### src/riscv_ctrl_cfg.svh
// controller configuration macros
// register file addressing and pc selector width

`ifndef RISCV_CTRL_CFG_SVH
`define RISCV_CTRL_CFG_SVH

// register file address width
`define RISCV_CTRL_REG_AW 5

// number of architectural registers, x0 included
`define RISCV_CTRL_REG_NUM 32

// pc source selector width towards the fetch stage
`define RISCV_CTRL_PC_SEL_W 3

`endif

### src/ctrl_pkg.sv
// controller types
// fsm states, pc source selector, jump classes, exception control bundle

`default_nettype none

`include "riscv_ctrl_cfg.svh"

package ctrl_pkg;

  //////////////////////////////
  // fsm
  //////////////////////////////

  // main controller states
  typedef enum logic [3:0] {
    RESET,
    BOOT_SET,
    SLEEP,
    FIRST_FETCH,
    DECODE,
    WAIT_JUMP,
    FLUSH_EX,
    FLUSH_WB
  } ctrl_state_e;

  //////////////////////////////
  // fetch redirect
  //////////////////////////////

  // pc source seen by the fetch stage
  // code 1 is left free
  typedef enum logic [`RISCV_CTRL_PC_SEL_W-1:0] {
    PC_BOOT      = 0,
    PC_JUMP      = 2,
    PC_BRANCH    = 3,
    PC_EXCEPTION = 4,
    PC_ERET      = 5
  } pc_sel_e;

  // jump class from the decoder
  typedef enum logic [1:0] {
    BRANCH_NONE = 2'd0,
    BRANCH_JAL  = 2'd1,
    BRANCH_JALR = 2'd2,
    BRANCH_COND = 2'd3
  } jump_kind_e;

  // strobes towards the exception controller
  typedef struct packed {
    // request accepted
    logic ack;
    // save pc of IF, ID or the branch target
    logic save_if;
    logic save_id;
    logic save_takenbranch;
    // eret restores the saved pc
    logic restore_id;
  } exc_ctrl_t;

endpackage

`default_nettype wire

### src/fwd_pkg.sv
// forwarding types
// operand source selector, register write ports and match flags

`default_nettype none

`include "riscv_ctrl_cfg.svh"

package fwd_pkg;

  // operand source for the ID stage mux
  typedef enum logic [1:0] {
    SEL_REGFILE = 2'd0,
    SEL_FW_EX   = 2'd1,
    SEL_FW_WB   = 2'd2
  } fwd_sel_e;

  // one register write port
  typedef struct packed {
    logic                          we;
    logic [`RISCV_CTRL_REG_AW-1:0] addr;
  } wport_t;

  // all write ports visible to the ID stage
  typedef struct packed {
    // load or EX result
    wport_t ex;
    // alu forward path
    wport_t alu;
    // writeback
    wport_t wb;
  } wports_t;

  // one hit flag per write port and operand
  typedef struct packed {
    logic ex_a;
    logic ex_b;
    logic alu_a;
    logic alu_b;
    logic wb_a;
    logic wb_b;
  } src_match_t;

endpackage

`default_nettype wire

### src/ctrl_fsm.sv
// main control fsm of the pipeline
// boot, sleep, jump wait, pipeline flush, pc redirect and exception entry

`timescale 1ns/1ns
`default_nettype none

module ctrl_fsm import ctrl_pkg::*; (
  input  wire logic       clk,
  input  wire logic       rst_n,

  // core enable and stage status
  input  wire logic       fetch_enable_i,
  input  wire logic       instr_valid_i,
  input  wire logic       id_ready_i,
  input  wire logic       ex_valid_i,
  input  wire logic       fetch_valid_i,

  // branch result and requests
  input  wire logic       branch_taken_ex_i,
  input  wire logic       exc_req_i,
  input  wire logic       ext_req_i,

  // decoder flags
  input  wire logic       eret_insn_i,
  input  wire logic       pipe_flush_i,
  input  wire jump_kind_e jump_in_dec_i,

  // from the hazard unit
  input  wire logic       jr_stall_i,

  output logic            instr_req_o,
  output logic            ctrl_busy_o,
  output logic            is_decoding_o,
  output logic            in_wait_jump_o,
  output logic            pc_set_o,
  output pc_sel_e         pc_mux_o,
  output exc_ctrl_t       exc_ctrl_o,
  output logic            halt_if_o,
  output logic            halt_id_o
);

  ctrl_state_e state_q;
  ctrl_state_e state_d;

  // a redirect for the instruction in ID was already issued
  logic jump_done_q;
  logic jump_done_d;

  // unconditional jump in decode
  logic is_jump;

  assign is_jump = (jump_in_dec_i == BRANCH_JAL) || (jump_in_dec_i == BRANCH_JALR);

  //////////////////////////////
  // next state and outputs
  //////////////////////////////

  always_comb begin
    // defaults: busy, fetching, no redirect
    state_d       = state_q;
    jump_done_d   = jump_done_q;
    instr_req_o   = 1'b1;
    ctrl_busy_o   = 1'b1;
    is_decoding_o = 1'b0;
    pc_set_o      = 1'b0;
    pc_mux_o      = PC_BOOT;
    exc_ctrl_o    = '0;
    halt_if_o     = 1'b0;
    halt_id_o     = 1'b0;

    case (state_q)
      // idle after reset until the core is enabled
      RESET: begin
        ctrl_busy_o = 1'b0;
        instr_req_o = 1'b0;
        if (fetch_enable_i) begin
          state_d = BOOT_SET;
        end
      end

      // load boot address into the fetch stage
      BOOT_SET: begin
        pc_mux_o = PC_BOOT;
        pc_set_o = 1'b1;
        state_d  = FIRST_FETCH;
      end

      // pipeline is empty, wait for enable or an interrupt
      SLEEP: begin
        ctrl_busy_o = 1'b0;
        instr_req_o = 1'b0;
        halt_if_o   = 1'b1;
        halt_id_o   = 1'b1;
        if (fetch_enable_i || exc_req_i) begin
          state_d = FIRST_FETCH;
        end
      end

      // wait for the first instruction to reach ID
      FIRST_FETCH: begin
        if (id_ready_i) begin
          state_d = DECODE;
        end
        // wake-up by interrupt: nothing in ID yet, save the IF pc
        if (exc_req_i) begin
          pc_mux_o           = PC_EXCEPTION;
          pc_set_o           = 1'b1;
          exc_ctrl_o.ack     = 1'b1;
          exc_ctrl_o.save_if = 1'b1;
        end
      end

      DECODE: begin
        // only decode when no taken branch in EX kills the ID instruction
        if (instr_valid_i && !branch_taken_ex_i) begin
          is_decoding_o = 1'b1;

          if (is_jump) begin
            if (id_ready_i) begin
              // target is known, stop fetch and redirect next cycle
              if (!jr_stall_i && !jump_done_q) begin
                halt_if_o = 1'b1;
                state_d   = WAIT_JUMP;
              end
            end else begin
              // back-pressure holds the jump in ID
              halt_if_o = 1'b1;
              halt_id_o = 1'b1;
            end
          end else if (exc_req_i && !eret_insn_i) begin
            // synchronous exception, keep the instruction out of EX
            pc_mux_o           = PC_EXCEPTION;
            pc_set_o           = 1'b1;
            exc_ctrl_o.ack     = 1'b1;
            exc_ctrl_o.save_id = 1'b1;
            halt_id_o          = 1'b1;
          end

          // eret wins over an exception request
          if (eret_insn_i) begin
            pc_mux_o              = PC_ERET;
            exc_ctrl_o.restore_id = 1'b1;
            if (!jump_done_q) begin
              pc_set_o    = 1'b1;
              jump_done_d = 1'b1;
            end
          end

          // wfi, or eret back to sleep: drain EX and WB first
          if (pipe_flush_i || (eret_insn_i && !fetch_enable_i)) begin
            halt_if_o = 1'b1;
            halt_id_o = 1'b1;
            state_d   = FLUSH_EX;
          end
        end

        // external interrupt with an empty ID stage
        if (!instr_valid_i && !branch_taken_ex_i && ext_req_i) begin
          pc_mux_o           = PC_EXCEPTION;
          pc_set_o           = 1'b1;
          exc_ctrl_o.ack     = 1'b1;
          exc_ctrl_o.save_if = 1'b1;
          halt_id_o          = 1'b1;
        end

        // taken branch in EX overrides everything decoded in ID
        if (branch_taken_ex_i) begin
          pc_mux_o = PC_BRANCH;
          pc_set_o = 1'b1;
          // interrupt is taken with the branch target as return address
          if (ext_req_i) begin
            pc_mux_o                    = PC_EXCEPTION;
            exc_ctrl_o.ack              = 1'b1;
            exc_ctrl_o.save_takenbranch = 1'b1;
            halt_id_o                   = 1'b1;
          end
        end
      end

      // jump left ID, keep redirecting until fetch delivers the target
      WAIT_JUMP: begin
        pc_mux_o    = PC_JUMP;
        pc_set_o    = 1'b1;
        jump_done_d = 1'b1;
        if (fetch_valid_i) begin
          state_d = DECODE;
        end
      end

      // NOP into EX, wait for EX to finish
      FLUSH_EX: begin
        halt_if_o = 1'b1;
        halt_id_o = 1'b1;
        if (ex_valid_i) begin
          state_d = FLUSH_WB;
        end
      end

      // NOP into WB, then resume or sleep
      FLUSH_WB: begin
        halt_if_o = 1'b1;
        halt_id_o = 1'b1;
        if (fetch_enable_i) begin
          halt_if_o = 1'b0;
          state_d   = DECODE;
        end else begin
          state_d = SLEEP;
        end
      end

      default: begin
        instr_req_o = 1'b0;
        state_d     = RESET;
      end
    endcase
  end

  assign in_wait_jump_o = (state_q == WAIT_JUMP);

  //////////////////////////////
  // state registers
  //////////////////////////////

  always_ff @(posedge clk or negedge rst_n) begin
    if (!rst_n) begin
      state_q     <= RESET;
      jump_done_q <= 1'b0;
    end else begin
      state_q     <= state_d;
      // ID accepting a new instruction ends the redirect window
      jump_done_q <= jump_done_d & ~id_ready_i;
    end
  end

  //////////////////////////////
  // assertions
  //////////////////////////////

  // no branch prediction, so EX never sees two taken branches in a row
  a_branch_not_b2b: assert property (
    @(posedge clk) disable iff (!rst_n)
    branch_taken_ex_i |=> !branch_taken_ex_i
  ) else $error("taken branches on consecutive cycles");

endmodule

`default_nettype wire

### src/fwd_unit.sv
// operand forwarding for operands A and B
// compares read addresses with write ports and picks the mux source

`timescale 1ns/1ns
`default_nettype none

`include "riscv_ctrl_cfg.svh"

module fwd_unit import fwd_pkg::*; (
  // ID stage read addresses
  input  wire logic [`RISCV_CTRL_REG_AW-1:0] rs_a_i,
  input  wire logic [`RISCV_CTRL_REG_AW-1:0] rs_b_i,
  input  wire logic                          rega_used_i,
  input  wire logic                          regb_used_i,

  // write ports of EX, alu forward and WB
  input  wire wports_t                       wports_i,

  output src_match_t                         match_o,
  output fwd_sel_e                           fwd_a_sel_o,
  output fwd_sel_e                           fwd_b_sel_o
);

  localparam int unsigned REG_NUM = `RISCV_CTRL_REG_NUM;

  // address width must cover the register file exactly
  if (REG_NUM != (1 << `RISCV_CTRL_REG_AW)) begin : g_cfg_check
    $error("register count does not fit the address width");
  end

  // hit on a used, nonzero source by an enabled port
  // x0 is hardwired, never forwarded
  function automatic logic port_hit(
    input wport_t                        port,
    input logic [`RISCV_CTRL_REG_AW-1:0] rs,
    input logic                          used
  );
    return used && port.we && (rs != '0) && (port.addr == rs);
  endfunction

  //////////////////////////////
  // address compare
  //////////////////////////////

  assign match_o.ex_a  = port_hit(wports_i.ex, rs_a_i, rega_used_i);
  assign match_o.ex_b  = port_hit(wports_i.ex, rs_b_i, regb_used_i);
  assign match_o.alu_a = port_hit(wports_i.alu, rs_a_i, rega_used_i);
  assign match_o.alu_b = port_hit(wports_i.alu, rs_b_i, regb_used_i);
  assign match_o.wb_a  = port_hit(wports_i.wb, rs_a_i, rega_used_i);
  assign match_o.wb_b  = port_hit(wports_i.wb, rs_b_i, regb_used_i);

  //////////////////////////////
  // source select
  //////////////////////////////

  // youngest result first: alu forward, then writeback
  assign fwd_a_sel_o = match_o.alu_a ? SEL_FW_EX :
                       match_o.wb_a  ? SEL_FW_WB : SEL_REGFILE;
  assign fwd_b_sel_o = match_o.alu_b ? SEL_FW_EX :
                       match_o.wb_b  ? SEL_FW_WB : SEL_REGFILE;

endmodule

`default_nettype wire

### src/hazard_unit.sv
// stall detection for the ID stage
// load-use and jump-register stalls, write enable deassert

`timescale 1ns/1ns
`default_nettype none

module hazard_unit import ctrl_pkg::*, fwd_pkg::*; (
  input  wire src_match_t match_i,
  input  wire logic       data_req_ex_i,
  input  wire logic       illegal_insn_i,

  // fsm status
  input  wire logic       is_decoding_i,
  input  wire logic       in_wait_jump_i,

  input  wire jump_kind_e jump_in_dec_i,

  output logic            load_stall_o,
  output logic            jr_stall_o,
  output logic            deassert_we_o
);

  logic no_decode;

  // load in EX writes a register that ID reads
  // data only arrives after the memory access
  assign load_stall_o = data_req_ex_i & (match_i.ex_a | match_i.ex_b);

  // jalr target depends on a result still in flight
  // pc path has no forwarding, so wait for any pending writer
  assign jr_stall_o = (jump_in_dec_i == BRANCH_JALR) &
                      (match_i.ex_a | match_i.alu_a | match_i.wb_a);

  // nothing valid decoded, except a jump leaving through WAIT_JUMP
  assign no_decode = ~is_decoding_i & ~in_wait_jump_i;

  // block register write of the ID instruction
  assign deassert_we_o = no_decode | illegal_insn_i | load_stall_o | jr_stall_o;

endmodule

`default_nettype wire

### src/riscv_ctrl.sv
// controller top level
// fsm, operand forwarding and hazard detection

`timescale 1ns/1ns
`default_nettype none

`include "riscv_ctrl_cfg.svh"

module riscv_ctrl import ctrl_pkg::*, fwd_pkg::*; (
  input  wire logic                          clk,
  input  wire logic                          rst_n,

  // stage status
  input  wire logic                          fetch_enable_i,
  input  wire logic                          instr_valid_i,
  input  wire logic                          id_ready_i,
  input  wire logic                          ex_valid_i,
  input  wire logic                          fetch_valid_i,

  // decoder flags
  input  wire logic                          illegal_insn_i,
  input  wire logic                          eret_insn_i,
  input  wire logic                          pipe_flush_i,
  input  wire jump_kind_e                    jump_in_dec_i,
  input  wire logic                          rega_used_i,
  input  wire logic                          regb_used_i,

  // register addresses and write ports
  input  wire logic [`RISCV_CTRL_REG_AW-1:0] rs_a_i,
  input  wire logic [`RISCV_CTRL_REG_AW-1:0] rs_b_i,
  input  wire wports_t                       wports_i,
  input  wire logic                          data_req_ex_i,

  // requests and branch result
  input  wire logic                          exc_req_i,
  input  wire logic                          ext_req_i,
  input  wire logic                          branch_taken_ex_i,

  // fetch control
  output logic                               instr_req_o,
  output logic                               ctrl_busy_o,
  output logic                               pc_set_o,
  output pc_sel_e                            pc_mux_o,
  output exc_ctrl_t                          exc_ctrl_o,
  output logic                               halt_if_o,
  output logic                               halt_id_o,

  // ID stage control
  output fwd_sel_e                           fwd_a_sel_o,
  output fwd_sel_e                           fwd_b_sel_o,
  output logic                               load_stall_o,
  output logic                               deassert_we_o
);

  src_match_t match;
  logic       jr_stall;
  logic       is_decoding;
  logic       in_wait_jump;

  ctrl_fsm u_fsm (
    .clk               (clk),
    .rst_n             (rst_n),
    .fetch_enable_i    (fetch_enable_i),
    .instr_valid_i     (instr_valid_i),
    .id_ready_i        (id_ready_i),
    .ex_valid_i        (ex_valid_i),
    .fetch_valid_i     (fetch_valid_i),
    .branch_taken_ex_i (branch_taken_ex_i),
    .exc_req_i         (exc_req_i),
    .ext_req_i         (ext_req_i),
    .eret_insn_i       (eret_insn_i),
    .pipe_flush_i      (pipe_flush_i),
    .jump_in_dec_i     (jump_in_dec_i),
    .jr_stall_i        (jr_stall),
    .instr_req_o       (instr_req_o),
    .ctrl_busy_o       (ctrl_busy_o),
    .is_decoding_o     (is_decoding),
    .in_wait_jump_o    (in_wait_jump),
    .pc_set_o          (pc_set_o),
    .pc_mux_o          (pc_mux_o),
    .exc_ctrl_o        (exc_ctrl_o),
    .halt_if_o         (halt_if_o),
    .halt_id_o         (halt_id_o)
  );

  fwd_unit u_fwd (
    .rs_a_i      (rs_a_i),
    .rs_b_i      (rs_b_i),
    .rega_used_i (rega_used_i),
    .regb_used_i (regb_used_i),
    .wports_i    (wports_i),
    .match_o     (match),
    .fwd_a_sel_o (fwd_a_sel_o),
    .fwd_b_sel_o (fwd_b_sel_o)
  );

  hazard_unit u_hazard (
    .match_i        (match),
    .data_req_ex_i  (data_req_ex_i),
    .illegal_insn_i (illegal_insn_i),
    .is_decoding_i  (is_decoding),
    .in_wait_jump_i (in_wait_jump),
    .jump_in_dec_i  (jump_in_dec_i),
    .load_stall_o   (load_stall_o),
    .jr_stall_o     (jr_stall),
    .deassert_we_o  (deassert_we_o)
  );

endmodule

`default_nettype wire

### config.mk
export PLATFORM = sky130hd
export DESIGN_NAME = riscv_ctrl
export DESIGN_NICKNAME = d
export VERILOG_FILES = /design/src/ctrl_pkg.sv /design/src/fwd_pkg.sv /design/src/ctrl_fsm.sv /design/src/fwd_unit.sv /design/src/hazard_unit.sv /design/src/riscv_ctrl.sv
export VERILOG_INCLUDE_DIRS = /design/src
export SDC_FILE = /design/constraint.sdc
export NUM_CORES = 1
export LEC_CHECK = 0
export ABC_AREA = 1
export ABC_CLOCK_PERIOD_IN_PS = 3500
export BUFFER_PORTS_ARGS = -buffer_cell sky130_fd_sc_hd__buf_2
export CAP_MARGIN = 20
export CORE_MARGIN = 2
export CORE_UTILIZATION = 40
export DETAILED_ROUTE_END_ITERATION = 16
export GPL_TIMING_DRIVEN = 0
export PLACE_DENSITY_LB_ADDON = 0.15
export SETUP_SLACK_MARGIN = 0.15
export SLEW_MARGIN = 20
export SYNTH_ARGS = -nofsm -noshare
export SYNTH_HDL_FRONTEND = slang
export SYNTH_SLANG_ARGS = --single-unit
### constraint.sdc
create_clock -name clk -period 3.5 [get_ports clk]
set_clock_uncertainty 0.2 [all_clocks]
set_input_delay 0.35 -clock clk [delete_from_list [all_inputs] [get_ports clk]]
set_output_delay 0.35 -clock clk [all_outputs]
set_load 0.05 [all_outputs]
# [Yosys cells after proc, flatten, opt, wreduce, memory -nomap -nowiden]
# Index checks and enable logic that the tools add are counted.
# Widths: inputs -> output; s select.
[classes] n_bitwise=13 n_mux=67 n_reduce_logical=42 n_eq_ne=24
[op_table] cell="$mux 4" count=10
[op_table] cell="$mux 1" count=34
[op_table] cell="$pmux 4 s8" count=1
[op_table] cell="$eq 5x5->1" count=6
[op_table] cell="$mux 3" count=10
[op_table] cell="$logic_and 1x1->1" count=24
[op_table] cell="$eq 4x3->1 const B" count=4
[op_table] cell="$mux 2" count=6
[op_table] cell="$reduce_bool 5->1" count=2
[op_table] cell="$pmux 3 s3" count=1
[op_table] cell="$reduce_and 9->1" count=1
[op_table] cell="$eq 4x2->1 const B" count=2
[op_table] cell="$ne 2x2->1 const B" count=4
[op_table] cell="$logic_not 1->1" count=6
[op_table] cell="$ne 3x1->1 const B" count=2
[op_table] cell="$or 1x1->1" count=6
[op_table] cell="$pmux 1 s3" count=2
[op_table] cell="$reduce_or 2->1" count=3
[op_table] cell="$reduce_or 6->1" count=1
[op_table] cell="$and 1x1->1" count=4
[op_table] cell="$eq 4x1->1 const B" count=1
[op_table] cell="$logic_not 4->1" count=1
[op_table] cell="$ne 2x1->1 const B" count=2
[op_table] cell="$pmux 1 s2" count=2
[op_table] cell="other kinds (7)" count=11
[word_totals] register_bits=5

# [Longest topological paths before layout]
# Gate-level depths: netlist of run 1.
[depth] depth_word=14 mapped_depth=14 depth_no_buf=14

# [By module]
# A second synthesis of run 1 with hierarchy kept.
[unflattened] cells_unflattened=258 hier_area_um2=1273.7
[by_module_without_submodules] module="fwd_unit" area_each_um2=621.8 seq_area_each_um2=0.0 n_inst=1 cells_per_inst=139
[by_module_without_submodules] module="ctrl_fsm" area_each_um2=594.3 seq_area_each_um2=100.1 n_inst=1 cells_per_inst=107
[by_module_without_submodules] module="hazard_unit" area_each_um2=57.6 seq_area_each_um2=0.0 n_inst=1 cells_per_inst=12

# [Worst setup path before layout of run 1]
# OpenSTA, ideal clock, no wires.
[synth_timing] path_type="input port to output port" startpoint="in rs_b_i[4]" endpoint="out fwd_b_sel_o[1]" n_path_buf=0 arrival_ns=2.355 path_slack_ns=0.595 required_time_ns=2.950 stages=7 cell_sequence="inv_1 -> nand2_1 -> o21ai_0 -> nor2_1 -> nand4_1 -> nor3_1 -> nor2_1"
[synth_via] elab_chain_len=5 word_cells_on_any_way=9 cone_classes="eq/ne: 2; mux: 2; reduce/logical: 5"
[synth_lines] element="start: declaration" line_no="riscv_ctrl.sv:30" rtl="input wire logic [`RISCV_CTRL_REG_AW-1:0] rs_b_i,"
[synth_lines] element="$reduce_bool 5->1" line_no="fwd_unit.sv:38" rtl="return used && port.we && (rs != '0) && (port.addr == rs);"
[synth_lines] element="$logic_and 1x1->1 (2 in series)" line_no="fwd_unit.sv:38"
[synth_lines] element="$mux 2" line_no="fwd_unit.sv:60" rtl="match_o.wb_b ? SEL_FW_WB : SEL_REGFILE;"
[synth_lines] element="$mux 2 *" line_no="fwd_unit.sv:59" rtl="assign fwd_b_sel_o = match_o.alu_b ? SEL_FW_EX :"
[synth_lines] element="end: declaration" line_no="riscv_ctrl.sv:50" rtl="output fwd_sel_e fwd_b_sel_o,"
# Mark *: on every way between the ends. The rest lies on a longest branch, timed or not.

# [Worst setup path after layout of run 1]
[layout_timing] startpoint="reg u_fsm.state_q[1]" endpoint="out halt_if_o"
[layout_via] elab_chain_len=3 word_cells_on_any_way=6 cone_classes="eq/ne: 4; mux: 1; reduce/logical: 1"
[layout_lines] element="start: declaration" line_no="ctrl_fsm.sv:42" rtl="ctrl_state_e state_q;"
[layout_lines] element="start signal: assignment" line_no="ctrl_fsm.sv:229" rtl="state_q <= state_d;"
[layout_lines] element="$eq 4x2->1 / $eq 4x3->1 (equally long branches)" line_no="ctrl_fsm.sv:71" rtl="case (state_q)"
[layout_lines] element="$reduce_or 2->1 (no line)"
[layout_lines] element="$pmux 1 s3 *" line_no="ctrl_fsm.sv:71"
[layout_lines] element="end: declaration" line_no="riscv_ctrl.sv:45" rtl="output logic halt_if_o,"
# Marks and branches as above.

==> flow_metrics.tcl, run 1 <==
set metrics [dict create \
    status "finished, final reports clean" \
    clk_pin_slew_ns 0.04 \
    start_util_pct 42.7 \
    synth_cell_types 27 \
    synth_seq_cells 4 \
    reg2reg_from "u_fsm.state_q[0]" \
    critPathMaxStageDelay_ns 0.45 \
    drtAntennaViolNets 0 \
    ctsResizeCount 0 \
    cts_buffers 3 \
    cts_tree "built" \
    yosysSeqAreaShare_pct 9.38 \
    worstHoldPathCells 2 \
    dieArea_um2 3100 \
    power.leakage_uw 0.000880 \
    cts.sinks 4 \
    fmax_mhz 421 \
    crit_chain "inv_2 -> nand2_2 -> nor2_4 -> inv_4 -> nor2_1 -> inv_1 -> o21ai_1 -> buf_2" \
    fin_crit_ns 2.37 \
    clock_path_buffers 2 \
    worst_pin_slew_ns 0.568 \
    r2r-end "u_fsm.state_q[0]" \
    gp_congestion 0.996 \
    routed_via_density 5.06 \
    antenna_found_initial 0 \
    maxCapViolCount 0 \
    portBuffers 64 \
    slew_headroom_pct 61.8 \
    drive_above_1_share_pct 29.1 \
    antennaDiodeCount 0 \
    crit_family "buffers and inverters" \
    holdWs_ns 0.125 \
    synthesis.nets 264 \
    syn_area_per_cell_um2 4.92 \
    grt_overflow 0 \
    synth_area_um2 1070 \
    core_um2 2500 \
    dpl.hpwl_um 3050 \
    wire_per_inst_um 11.1 \
    hold_viol_final 0 \
    powerDensity_nw_per_um2 537 \
    total_power_uw 783 \
    drv_slew 0 \
    synthCells 217 \
    worstPathArrival_ns 1.82 \
    cp_max_fo 8 \
    endpoint_kind "output pin" \
    rsz0062_at_grt "false" \
    r2r_setup_slack_ns 1.71 \
    root_buffer "clkbuf_4" \
    yosysTopAreaCell "nand2_1" \
    slowest_stage "dfrtp_1" \
    yosysWarnings 0 \
    num-nets-final 334 \
    htreeDepth 1 \
    path_buf_inv 4 \
    yosysTopAreaCellShare_pct 25.3 \
    setup_viol 0 \
    ios 65 \
    drc_errors 0 \
    die_w_um 55.7 \
    grt_max_degree 10 \
    ff2ff_path_depth 9 \
    area_delta_synth_final_pct 36.6 \
    grt_pass1_wl_um 6010 \
    rows 18 \
    required_ns 2.95 \
    cts_setup_buffers 0 \
    via_count 1594 \
    worstSkewPairLatency_ns 0.23 \
    finalWirelength_um 3500 \
    vdd_drop_max_uv 624 \
    drt_iter0_drc 113 \
    grt.total_usage_pct 23.4 \
    worstHoldStart "id_ready_i" \
    synthTopCellsByArea "nand2_1 (25%), inv_1 (11%), nor2_1 (9.5%)" \
    first_pass_iters 4 \
    criticalPathCategory "register to output pin" \
    hold_path_class "input pin to register" \
    worstSetupStartpointType "register" \
    min_period_over_period_pct 67.8 \
    setup_tns_ns 0 \
    holdPathEnd "u_fsm.jump_done_q" \
    die_h_um 55.7 \
    grt_pass1_vias 1375 \
]
what timing repair did:
item                                    in CTS  in global routing
hold buffers                                 1                  0
endpoints found under the setup margin       0                  0
hold endpoints to repair                     4                  0
placed cells by master (no fill, tap or decap), types with 2 or more instances in the layout:
master     instances
nand2_1           72
buf_2             64
inv_1             31
nor2_1            27
nand3_1           17
a21oi_1           13
inv_2              9
o21ai_0            8
o22ai_1            6
nor3_1             4
o211ai_1           4
dfrtp_1            4
clkbuf_4           3
nand2_2            2
nor2_4             2
o2111ai_1          2
o21ai_1            2
o221ai_1           2
nand4_1            2
layout make-up:
class                   instances  area [um^2]
inverters                      42          160
flip-flops and latches          4          100
repair buffers                 65          330
clock buffers                   3         22.5
fillers                       299         1040
well taps                      30         37.5
multi-input cells             171          807
cells by family (layout without fill, tap and decap cells):
family / after synthesis / after routing / share of synthesized area, %
fa+ha+maj: 1 / 1 / 1.17
flops: 4 / 4 / 9.38
buf+inv: 42 / 110 / 15.0
compound gates: 41 / 41 / 23.4
simple gates: 129 / 129 / 51.0
cells in the mapped netlist:
cell and n:
nor2_4 2, nand3_1 17, inv_4 1, dfrtp_1 4, o221ai_1 2, inv_1 31, inv_2 9, o2111ai_1 2
o211ai_1 4, nand2_2 2, o21ai_1 2, nand4_1 2, a21boi_1 1, a221oi_1 1, o22ai_1 6, a21oi_1 13
nor2_2 1, nor2_1 27, ha_1 1, nand2_1 72, nor4_1 1, nand3b_1 1, clkinv_1 1, a21oi_2 1
a211oi_1 1, o21ai_0 8, nor3_1 4
sequential cells by signal (all words and copies together) (netlist names):
| register | cells |
|---|---|
| u_fsm.jump_done_q | 1 |
| u_fsm.state_q | 3 |
worst max path at each step:
stage	to	slack [ns]	cells after the start	from
floorplan	fwd_b_sel_o[1]	0.60	7	rs_b_i[4]
global placement	deassert_we_o	1.21	10	rs_b_i[0]
detailed placement	deassert_we_o	1.23	10	rs_b_i[0]
CTS	halt_if_o	1.14	8	u_fsm.state_q[1]
global route	halt_if_o	0.97	8	u_fsm.state_q[1]
finish	halt_if_o	1.13	8	u_fsm.state_q[1]
through the flow:
stage	area, um^2	util, %	cells	worst slack, ns
global route	1460	58.3	315	0.966
global placement	1430	57.0	311	1.21
floorplan	1070	-	217	0.595
finish	1460	58.3	315	1.13
detailed placement	1430	57.0	311	1.23
CTS	1460	58.3	315	1.14
per-layer routing:
layer	up-vias	wire length (um)	track usage (%)
met3	0	311	2.56
met2	62	1500	34.9
met5	-	0	0
li1	846	-	-
met4	0	0	4.18
met1	686	1680	36.2
report_power, final:
group | leakage (uW) | switching [uW] | internal [uW]
Combinational | 0.000816 | 443 | 174
Sequential | 0.0000498 | 42.2 | 69.2
Clock | 0.0000138 | 16.7 | 38.2
Note: power is estimated with default switching activity, not from simulation.
==> run 2, diff against run 1 <==
Settings changed: ABC_CLOCK_PERIOD_IN_PS 3500 to 2400.
Clock period 3.5 ns to 2.4 ns, I/O delays scaled along.
==> flow_metrics.tcl, run 2 (synthesis results as in run 1) <==
set metrics [dict create \
    r2r_setup_slack_ns 0.60 \
    dieArea_um2 3100 \
    total_power_uw 1180 \
    required_ns 1.96 \
    worstPathArrival_ns 1.72 \
    via_count 1595 \
    r2r-end "u_fsm.state_q[0]" \
    root_buffer "clkbuf_4" \
    grt_pass1_vias 1362 \
    reg2reg_from "u_fsm.state_q[0]" \
    post-route-util_pct 59.7 \
    cts_setup_buffers 0 \
    mostFrequentLayoutCell "nand2_1" \
    dpl.hpwl_um 2990 \
    rows 18 \
    rsz0062_at_grt "true" \
    ios 65 \
    portBuffers 64 \
    routed_via_density 5.06 \
    worstHoldStart "id_ready_i" \
    met1_length_um 1670 \
    criticalPathCategory "register to output pin" \
    setup_tns_ns 0 \
    start_util_pct 42.7 \
    holdWs_ns 0.00947 \
    routed.top_layer "met4" \
    powerDensity_nw_per_um2 792 \
    dr_wl_met2_um 1510 \
    crit_path_start "u_fsm.state_q[1]" \
    gp_congestion 0.974 \
    min_period_over_period_pct 89.8 \
    drt_iter0_drc 111 \
    hold_viol_final 0 \
    antenna_found_initial 0 \
    drtAntennaViolNets 0 \
    clk_pin_slew_ns 0.04 \
    grt_overflow 0 \
    endpoint_kind "output pin" \
    worst_pin_slew_ns 0.421 \
    worstSkewPairLatency_ns 0.23 \
    layout_common_cells "nand2_1 (72), buf_2 (61), inv_1 (31)" \
    ff2ff_path_depth 9 \
    grt_max_degree 10 \
    cp-endpoint "halt_if_o" \
    slowest_stage "dfrtp_2" \
    grt_pass1_wl_um 5760 \
    area_delta_synth_final_pct 39.9 \
    cp_max_fo 8 \
    hold_path_class "input pin to register" \
    top_regs "u_fsm.state_q: 3 flops, u_fsm.jump_done_q: 1 flops" \
    die_h_um 55.7 \
    fin_crit_ns 2.16 \
    antennaDiodeCount 0 \
    fmax_mhz 464 \
    num-nets-final 334 \
    finalWirelength_um 3530 \
    slew_headroom_pct 71.7 \
    largest-register "u_fsm.state_q" \
    critPathMaxStageDelay_ns 0.45 \
    clock_path_buffers 2 \
    cts_buffers 3 \
    wire_per_inst_um 11.2 \
    vdd_drop_max_uv 1270 \
    first_pass_iters 4 \
    wl_met3_um 335 \
    htreeDepth 1 \
    cts_tree "built" \
    drv_slew 0 \
    status "finished, final reports clean" \
    crit_chain "inv_2 -> nand2_2 -> nor2_4 -> inv_4 -> nor2_2 -> inv_1 -> o21ai_1 -> buf_6" \
    die_w_um 55.7 \
    cts.sinks 4 \
    pre_cts_ws_ns 0.234 \
    power.leakage_uw 0.000883 \
    worst_slack_ns 0.244 \
    grt.total_usage_pct 22.4 \
    largest_reg_flops 3 \
    core_um2 2500 \
    maxCapViolCount 0 \
    worstSetupStartpointType "register" \
    drc_errors 0 \
    setup_viol 0 \
    drive_above_1_share_pct 31.2 \
]
run 2: area by class of cell:
type | instances | area (um^2)
tap | 30 | 37.5
multi-input combinational | 171 | 830
timing repair buffer | 65 | 342
fill | 280 | 1010
sequential | 4 | 101
clock buffer | 3 | 22.5
inverter | 42 | 160
run 2: what timing repair did:
action / CTS / global route
endpoints found under the hold margin: 4 / 0
setup endpoints to repair: 1 / 4
hold buffers: 1 / 0
gates resized for setup: 1 / 7
run 2: worst min-delay path by stage:
stage	slack [ns]	cells after the start	endpoint
after floorplan	-0.26	0	u_fsm.jump_done_q
after global placement	-0.15	1	u_fsm.jump_done_q
after detailed placement	-0.15	1	u_fsm.state_q[1]
after CTS	0.01	2	u_fsm.jump_done_q
after global routing	0.02	2	u_fsm.jump_done_q
final	0.009	2	u_fsm.jump_done_q
run 2: worst max-delay path, delay by kind of cell, from the launching register on:
kind                   cells  cell delay, ns
AOI/OAI and AO/OA          1            0.18
DFF                        1            0.45
and+or+nand+nor            3            0.42
buffers and inverters      4            0.42
run 2: per-stage QoR:
step,instances,cell area [um^2]
2_1_floorplan,217,1080
3_3_place_gp,311,1440
3_5_place_dp,311,1440
4_1_cts,315,1470
5_1_grt,315,1490
6_report,315,1490
run 2: where the power goes:
| part | switching [uW] | internal (uW) |
|---|---|---|
| registers | 62.7 | 103 |
| logic | 658 | 274 |
| clock network | 28.9 | 56.0 |
| total | 749 | 432 |
run 2: metal layers:
metal / vias up / GRT usage, %
li1: 845 / -
met1: 671 / 34.9
met2: 77 / 32.8
met3: 2 / 1.86
met4: 0 / 5.23
met5: - / 0
